## config.mk

```make
export PLATFORM = sky130hd
export DESIGN_NAME = core_harness_top
export DESIGN_NICKNAME = d
export VERILOG_FILES = /design/src/harness_pkg.sv /design/src/ctrl_pulse_gen.sv /design/src/run_controller.sv /design/src/bram_bridge.sv /design/src/core_harness_top.sv
export VERILOG_INCLUDE_DIRS = /design/src /design/src/src
export SDC_FILE = /design/constraint.sdc
export NUM_CORES = 1
export LEC_CHECK = 0
export BUFFER_PORTS_ARGS = -buffer_cell sky130_fd_sc_hd__buf_2
export CORE_AREA = 10 10 200 202
export CTS_BUF_LIST = sky130_fd_sc_hd__clkbuf_8
export CTS_CLUSTER_DIAMETER = 60
export CTS_CLUSTER_SIZE = 30
export DETAILED_ROUTE_END_ITERATION = 7
export DIE_AREA = 0 0 210 212
export HOLD_SLACK_MARGIN = 0.15
export PLACE_DENSITY_LB_ADDON = 0.1
export SLEW_MARGIN = 20
export SYNTH_ARGS = -nofsm -noshare
export SYNTH_HDL_FRONTEND = slang
export SYNTH_HIERARCHICAL = 1
export SYNTH_SLANG_ARGS = --single-unit
```

## constraint.sdc

```tcl
create_clock -name clk -period 2.5 [get_ports clk]
set_input_delay 0.25 -clock clk [delete_from_list [all_inputs] [get_ports clk]]
set_output_delay 0.25 -clock clk [all_outputs]
set_load 0.01 [all_outputs]
```

## src/harness_params.svh

```systemverilog
`ifndef HARNESS_PARAMS_SVH
`define HARNESS_PARAMS_SVH

// core data and address width
`define XLEN 32

// one write enable per byte of a word
`define BYTE_LANES 4

// cycle counter and success streak width
`define CYCLE_W 32

// matching cycles of final value before the run is stopped
`define SUCCESS_HOLD 30

// data memory: grant after 4 cycles, read data valid after 8
`define DMEM_GNT_LAT 4
`define DMEM_RVALID_LAT 8

// instruction memory: grant in the same cycle, read data one cycle later
`define IMEM_GNT_LAT 0
`define IMEM_RVALID_LAT 1

`endif

```

## src/harness_pkg.sv

```systemverilog
`include "harness_params.svh"

package harness_pkg;

    // GPIO control word fields
    typedef struct packed {
        logic [`XLEN-3:0] reserved;
        logic             soft_reset;
        logic             start;
    } ctrl_fields_t;

    // edge detector works on raw bits, run control on named fields
    typedef union packed {
        logic [`XLEN-1:0] raw;
        ctrl_fields_t     fields;
    } ctrl_word_t;

    // request from the core towards a memory
    typedef struct packed {
        logic                   req;
        logic [`XLEN-1:0]       addr;
        logic                   we;
        logic [`BYTE_LANES-1:0] be;
        logic [`XLEN-1:0]       wdata;
    } mem_req_t;

    // response back to the core
    typedef struct packed {
        logic [`XLEN-1:0] rdata;
        logic             rvalid;
        logic             gnt;
    } mem_rsp_t;

    // BRAM port B pins, clock and reset excluded
    typedef struct packed {
        logic                   en;
        logic [`BYTE_LANES-1:0] web;
        logic [`XLEN-1:0]       addr;
        logic [`XLEN-1:0]       din;
    } bram_port_t;

endpackage

```

## src/ctrl_pulse_gen.sv

```systemverilog
module ctrl_pulse_gen
    import harness_pkg::*;
(
    input  logic       clk,
    input  logic       reset,
    input  ctrl_word_t ctrl_i,
    output ctrl_word_t pulse_o
);

    // control word as seen at the previous edge
    logic [$bits(ctrl_word_t)-1:0] prev_q;
    logic [$bits(ctrl_word_t)-1:0] pulse_q;
    logic [$bits(ctrl_word_t)-1:0] rise;

    // 0 to 1 transitions, bit by bit
    assign rise = ctrl_i.raw & ~prev_q;

    always_ff @(posedge clk) begin
        if (reset) begin
            prev_q  <= '0;
            pulse_q <= '0;
        end else begin
            prev_q  <= ctrl_i.raw;
            pulse_q <= rise;
        end
    end

    // a bit already high when reset drops still gives one pulse
    assign pulse_o.raw = pulse_q;

endmodule

```

## src/run_controller.sv

```systemverilog
`include "harness_params.svh"

module run_controller
    import harness_pkg::*;
(
    input  logic                clk,
    input  logic                reset,
    input  ctrl_word_t          pulse_i,
    input  logic [`XLEN-1:0]    final_value_i,
    input  logic [`XLEN-1:0]    success_code_i,
    output logic                run_enable_o,
    output logic                stop_o,
    output logic [`CYCLE_W-1:0] cycle_count_o
);

    logic                enable_q;
    logic                stop_q;
    logic [`CYCLE_W-1:0] cycle_q;
    logic [`CYCLE_W-1:0] streak_q;
    logic                clear;
    logic                match;
    logic                hold_met;

    // hard reset or the soft reset pulse from GPIO
    assign clear = reset | pulse_i.fields.soft_reset;

    assign match    = (final_value_i == success_code_i);
    assign hold_met = (streak_q >= `CYCLE_W'(`SUCCESS_HOLD));

    // start restarts the count, otherwise count while enabled
    always_ff @(posedge clk) begin
        if (clear) begin
            enable_q <= 1'b0;
            cycle_q  <= '0;
        end else if (pulse_i.fields.start) begin
            enable_q <= 1'b1;
            cycle_q  <= '0;
        end else if (enable_q) begin
            cycle_q  <= cycle_q + 1'b1;
        end
    end

    // matches are counted even before the run is enabled,
    // and they need not be back to back
    always_ff @(posedge clk) begin
        if (clear) begin
            streak_q <= '0;
        end else if (match) begin
            streak_q <= streak_q + 1'b1;
        end
    end

    // sticky stop, one edge after the streak reaches the hold count
    always_ff @(posedge clk) begin
        if (clear) begin
            stop_q <= 1'b0;
        end else if (hold_met) begin
            stop_q <= 1'b1;
        end
    end

    assign run_enable_o  = enable_q & ~stop_q;
    assign stop_o        = stop_q;
    assign cycle_count_o = cycle_q;

endmodule

```

## src/bram_bridge.sv

```systemverilog
`include "harness_params.svh"

module bram_bridge
    import harness_pkg::*;
#(
    parameter int GNT_LAT    = 4,
    parameter int RVALID_LAT = 8,
    parameter bit WRITABLE   = 1'b1
) (
    input  logic             clk,
    input  logic             reset,
    input  mem_req_t         req_i,
    input  logic [`XLEN-1:0] dout_i,
    output mem_rsp_t         rsp_o,
    output bram_port_t       bram_o
);

    // longest delay needed, at least one stage so the line exists
    localparam int MAX_LAT = (GNT_LAT > RVALID_LAT) ? GNT_LAT : RVALID_LAT;
    localparam int DEPTH   = (MAX_LAT > 0) ? MAX_LAT : 1;

    // req_line[i] holds req from i+1 cycles ago
    logic [DEPTH-1:0] req_line;
    // taps[n] is req delayed by n cycles, taps[0] the live request
    logic [DEPTH:0]   taps;

    assign taps = {req_line, req_i.req};

    // one new entry per cycle, no back-pressure
    always_ff @(posedge clk) begin
        if (reset) begin
            req_line <= '0;
        end else begin
            req_line <= taps[DEPTH-1:0];
        end
    end

    // latency 0 taps the live request, so gnt is combinational
    assign rsp_o.gnt    = taps[GNT_LAT];
    assign rsp_o.rvalid = taps[RVALID_LAT];
    assign rsp_o.rdata  = dout_i;

    // BRAM port follows the request in the same cycle
    always_comb begin
        bram_o.en   = req_i.req;
        bram_o.addr = req_i.addr;
        if (WRITABLE) begin
            bram_o.web = req_i.we ? req_i.be : '0;
            bram_o.din = req_i.wdata;
        end else begin
            // read-only port never writes
            bram_o.web = '0;
            bram_o.din = '0;
        end
    end

endmodule

```

## src/core_harness_top.sv

```systemverilog
`include "harness_params.svh"

module core_harness_top
    import harness_pkg::*;
(
    input  logic                clk,
    input  logic                reset,

    // GPIO from the board
    input  ctrl_word_t          ctrl_word_i,
    input  logic [`XLEN-1:0]    success_code_i,

    // external RV32I core
    input  logic [`XLEN-1:0]    final_value_i,
    input  mem_req_t            dmem_req_i,
    input  mem_req_t            imem_req_i,
    output logic                core_reset_o,
    output logic                run_enable_o,
    output mem_rsp_t            dmem_rsp_o,
    output mem_rsp_t            imem_rsp_o,

    // run status
    output logic                stop_o,
    output logic [`CYCLE_W-1:0] cycle_count_o,

    // BRAM port B of data and instruction memory
    output bram_port_t          dmem_bram_o,
    input  logic [`XLEN-1:0]    dmem_dout_i,
    output bram_port_t          imem_bram_o,
    input  logic [`XLEN-1:0]    imem_dout_i
);

    ctrl_word_t ctrl_pulse;
    logic       core_reset;

    // rising edges of the GPIO control word
    ctrl_pulse_gen u_ctrl_pulse_gen (
        .clk     (clk),
        .reset   (reset),
        .ctrl_i  (ctrl_word_i),
        .pulse_o (ctrl_pulse)
    );

    // core and bridges restart on either reset source
    assign core_reset   = reset | ctrl_pulse.fields.soft_reset;
    assign core_reset_o = core_reset;

    run_controller u_run_controller (
        .clk            (clk),
        .reset          (reset),
        .pulse_i        (ctrl_pulse),
        .final_value_i  (final_value_i),
        .success_code_i (success_code_i),
        .run_enable_o   (run_enable_o),
        .stop_o         (stop_o),
        .cycle_count_o  (cycle_count_o)
    );

    // data memory, writable
    bram_bridge #(
        .GNT_LAT    (`DMEM_GNT_LAT),
        .RVALID_LAT (`DMEM_RVALID_LAT),
        .WRITABLE   (1'b1)
    ) u_dmem_bridge (
        .clk    (clk),
        .reset  (core_reset),
        .req_i  (dmem_req_i),
        .dout_i (dmem_dout_i),
        .rsp_o  (dmem_rsp_o),
        .bram_o (dmem_bram_o)
    );

    // instruction memory, read only
    bram_bridge #(
        .GNT_LAT    (`IMEM_GNT_LAT),
        .RVALID_LAT (`IMEM_RVALID_LAT),
        .WRITABLE   (1'b0)
    ) u_imem_bridge (
        .clk    (clk),
        .reset  (core_reset),
        .req_i  (imem_req_i),
        .dout_i (imem_dout_i),
        .rsp_o  (imem_rsp_o),
        .bram_o (imem_bram_o)
    );

endmodule

```

**Word level (Yosys, flattened, before mapping)**

Cells that the tools add are included.

- Flip-flop bits (word level): 79
- Latch bits: 0
- Memory bits (writable): 0
- Bits in read-only memories: 0
- Input bits: 302
- Output and inout port bits: 241
- Word-level logic and storage cells: 19
- Memories: 0

- Add/subtract/negate cells: 2
- $mul: 0
- Div/mod/pow operators: 0
- Magnitude comparators: 1
- Equal/unequal tests: 1
- Shift-type cells: 0
- Multiplexer cells: 1
- Bitwise gates (word level): 5
- Reductions and logical operators: 1

Operator list:

| kind | count |
|---|---|
| 32-bit by 1-bit adder with 32-bit output, second input constant | 2 |
| 32-bit equality test | 1 |
| 32-bit by 5-bit greater-or-equal comparator with 1-bit output, second input constant | 1 |
| 4-bit 2-to-1 mux | 1 |
| 2-bit bitwise AND | 1 |
| 2-bit NOT | 1 |
| 2-bit OR reduction | 1 |
| 1-bit bitwise AND | 1 |
| 1-bit NOT | 1 |
| 1-bit OR | 1 |

**Longest topological paths before layout**

- Depth after elaboration: 2
- Gate-level depth with buffers: 7
- Mapped depth without buffers: 6

**Hierarchy**

Netlist, hierarchy kept.

Modules (own cells, without submodules):

| module | times used | cells an instance | area an instance (um2) |
|---|---|---|---|
| run_controller | 1 | 441 | 3686.0 |
| ctrl_pulse_gen | 1 | 135 | 1948.1 |
| bram_bridge at u_dmem_bridge | 1 | 119 | 978.4 |
| bram_bridge at u_imem_bridge | 1 | 106 | 810.8 |
| core_harness_top | 1 | 1 | 6.3 |

**Worst setup path before layout**

No wires, ideal clock.

- Kind: input -> register
- From: in success_code_i[24]
- To: reg u_run_controller.streak_q[11]
- Library setup time: 131 ps
- Data arrival time: 1735 ps
- Slack: 634 ps
- Stages on the path: 7
- Buffers on the path: 2
- Cells stage by stage: xor2_1 nor4_1 nand4_1 clkbuf_1 buf_1 o311ai_1 o41ai_1

- Cells in the longest elaborated chain, start to end: 1

Ends and longest elaborated chain:

| item | line | text |
|---|---|---|
| from (decl) | core_harness_top.sv:11 | `` input logic [`XLEN-1:0] success_code_i, `` |
| 32-bit equality test | run_controller.sv:27 | `assign match = (final_value_i == success_code_i);` |
| to (signal assigned) | run_controller.sv:49 | `streak_q <= streak_q + 1'b1;` |
| to (decl) | run_controller.sv:19 | `` logic [`CYCLE_W-1:0] streak_q; `` |

No other way between the ends.
A chain may end at the register's enable or synchronous reset.

**Worst setup path after layout**

- From: reg u_run_controller.streak_q[8]
- To: reg u_run_controller.streak_q[31]

- Cells in the longest elaborated chain, start to end: 1

Ends and longest elaborated chain:

| item | line |
|---|---|
| 32-bit by 1-bit adder with 32-bit output | run_controller.sv:49 |

No other way between the ends.

==> impl_metrics.py <==
metrics = {
    "worst_setup_path": {
        "crit_arrival_ns": 2.32,
        "worst-setup-path-type": "register to register",
        "path_cells": "nand4_1 -> or3_1 -> or4_1 -> o311ai_1 -> o41ai_1",
        "cp.required_ns": 2.75,
        "cpLargestDelayFamily": "simple AND/OR/NAND/NOR gates",
        "worstRegToRegCells": 5,
        "cpMaxStageDelayCell": "or4_1",
        "startpoint_type": "register",
        "end_kind": "register",
        "path_buf_inv": 0,
        "path_max_fanout": 6,
        "path_depth": 5,
        "cpPeakStageDelay_ns": 0.55,
    },
    "floorplanning": {
        "die_area_um2": 44500,
        "dieHeight_um": 212,
        "rows": 70,
        "start_util_pct": 15.6,
        "core_um2": 36100,
        "fp.dieW_um": 210,
        "io_pins": 543,
    },
    "timing": {
        "fin_skew_ns": 0.0135,
        "setup-tns-final_ns": 0,
        "min_period_ns": 2.07,
        "fmax_mhz": 482,
        "maxSlewViolCount": 0,
        "min_period_over_period_pct": 82.9,
        "finalHoldViolations": 0,
        "setup_viol_count_final": 0,
        "finalWorstSetupSlack_ns": 0.427,
        "rsz0062_at_grt": "no",
    },
    "grt": {
        "grt_use_total_pct": 6.88,
        "grt_max_degree": 55,
        "overflow": 0,
        "grt_pass1_vias": 4362,
        "antenna_found_initial": 0,
        "grt_first_pass_wirelength_um": 24800,
    },
    "cts": {
        "cts.sinks": 79,
        "postCtsSetupBuffers": 0,
        "cts_buffers": 9,
        "ctsRootBufferMaster": "clkbuf_8",
        "h-tree-depth": 3,
        "insertion_delay_ns": 0.37,
        "clkTransAtPathRegs_ns": 0.09,
        "clock_path_buffers": 2,
        "cts_tree": "yes",
    },
    "yosys": {
        "synthCells": 678,
        "ys_warn_count": 6,
        "synth_area_um2": 5630,
        "postSynthAreaPerCell_um2": 8.30,
    },
    "route": {
        "wl_per_cell_um": 14.3,
        "wirelength_um": 15900,
        "firstDrtPassIters": 4,
        "vias": 4162,
        "drc": 0,
        "drt_iter0_drc": 134,
        "vias_per_cell": 3.76,
        "antenna_left": 0,
    },
    "placed_design": {
        "place_hpwl_um": 12000,
        "place_ws_ns": 0.325,
        "routabilityCongestion": 0.653,
        "post_dp_cell_area_um2": 5460,
        "placedCellCount": 1088,
        "portBuffers": 119,
    },
    "layout": {
        "fillers": 4167,
        "fin_nets": 940,
        "diodes": 0,
        "finish.utilization_pct": 15.9,
        "stdcell_area_um2": 5740,
        "area_growth_pct": 2.09,
        "layout.cells.non_filler": 1107,
        "drive_gt1_share_pct": 24.4,
    },
    "pwr": {
        "p_leak_nw": 2.20,
        "p_per_area_nw_per_um2": 474,
        "ir_worst_vdd_mv": 0.247,
    },
    "outcome": {
        "status": "finished clean",
    },
    "job": {
        "maxCapViolCount": 0,
    },
    "hold_path": {
        "holdCritPathClass": "input pin to register",
        "holdPathStages": 2,
    },
}
==> metal layers <==
metal	GRT usage (%)	up-vias	wire, µm
met1	7.94	1904	7050
met5	0	-	0
met2	11.0	187	7100
met3	3.20	33	1430
li1	-	2038	-
met4	2.33	0	287
==> flip-flops by register name, indices dropped and copies added (netlist names) <==
| register | cells |
|---|---|
| u_run_controller/cycle_count_o | 32 |
| u_run_controller/streak_q | 32 |
| u_dmem_bridge/req_line | 8 |
| u_ctrl_pulse_gen/prev_q | 2 |
| u_ctrl_pulse_gen/pulse_o | 2 |
| u_imem_bridge/req_line | 1 |
| u_run_controller/enable_q | 1 |
| u_run_controller/stop_o | 1 |
==> cell usage in the layout, fill, tap and decap left out, drive strengths merged <==
cell type,instances
and4,10
o311ai,6
nor2b,12
inv,6
a21oi,22
o31ai,18
and2,13
dfxtp,79
or3,14
nand2,26
nand4,34
or2,2
nor4,23
nand3,24
dlygate4sd3,4
nor3,4
o41ai,6
xor2,57
or4,19
mux2i,7
and3,15
buf,137
nor2,38
xnor2,5
bufinv,3
ha,3
clkbuf,11
a311oi,1
o21ai,2
conb,36
nor3b,2
==> what timing repair did <==
item                                   CTS  global route
endpoints found under the hold margin    6             0
hold buffers                             4             0
resized for setup                        0             0
==> report_power, final <==
part | leakage (nW) | internal, mW | total, mW | switching (mW)
clock | 0.127 | 0.710 | 1.22 | 0.510
sequential | 0.638 | 1.27 | 1.27 | 0.00517
combinational | 1.43 | 0.101 | 0.232 | 0.131
==> metrics by stage <==
step / hold slack, ns / power, mW
final: 0.284 / 2.72
after CTS: 0.258 / 2.80
after global placement: 0.394 / 1.53
after detailed placement: 0.395 / 1.53
after floorplan: 0.378 / 1.73
after global routing: 0.274 / 2.87
==> cell type report <==
type                            count  area (µm²)  share of cell area [%]
Tap cell                          468         586                    10.2
Inverter                            5        18.8                   0.327
Timing Repair Buffer              141         796                    13.9
Clock inverter                      4        93.8                    1.63
Multi-Input combinational cell    399        2520                    43.8
Sequential cell                    79        1580                    27.5
Clock buffer                       11         151                    2.64
==> final timing paths <==
| check | to | slack (ns) | start |
|---|---|---|---|
| max reg2reg | u_run_controller/streak_q[31] | 0.43 | u_run_controller/streak_q[8] |
| max | u_run_controller/streak_q[31] | 0.43 | u_run_controller/streak_q[8] |
| min reg2reg | u_ctrl_pulse_gen/pulse_o[0] | 0.41 | u_ctrl_pulse_gen/prev_q[0] |
| min | u_ctrl_pulse_gen/prev_q[0] | 0.28 | reset |
Power figures use the tool's default switching activity.
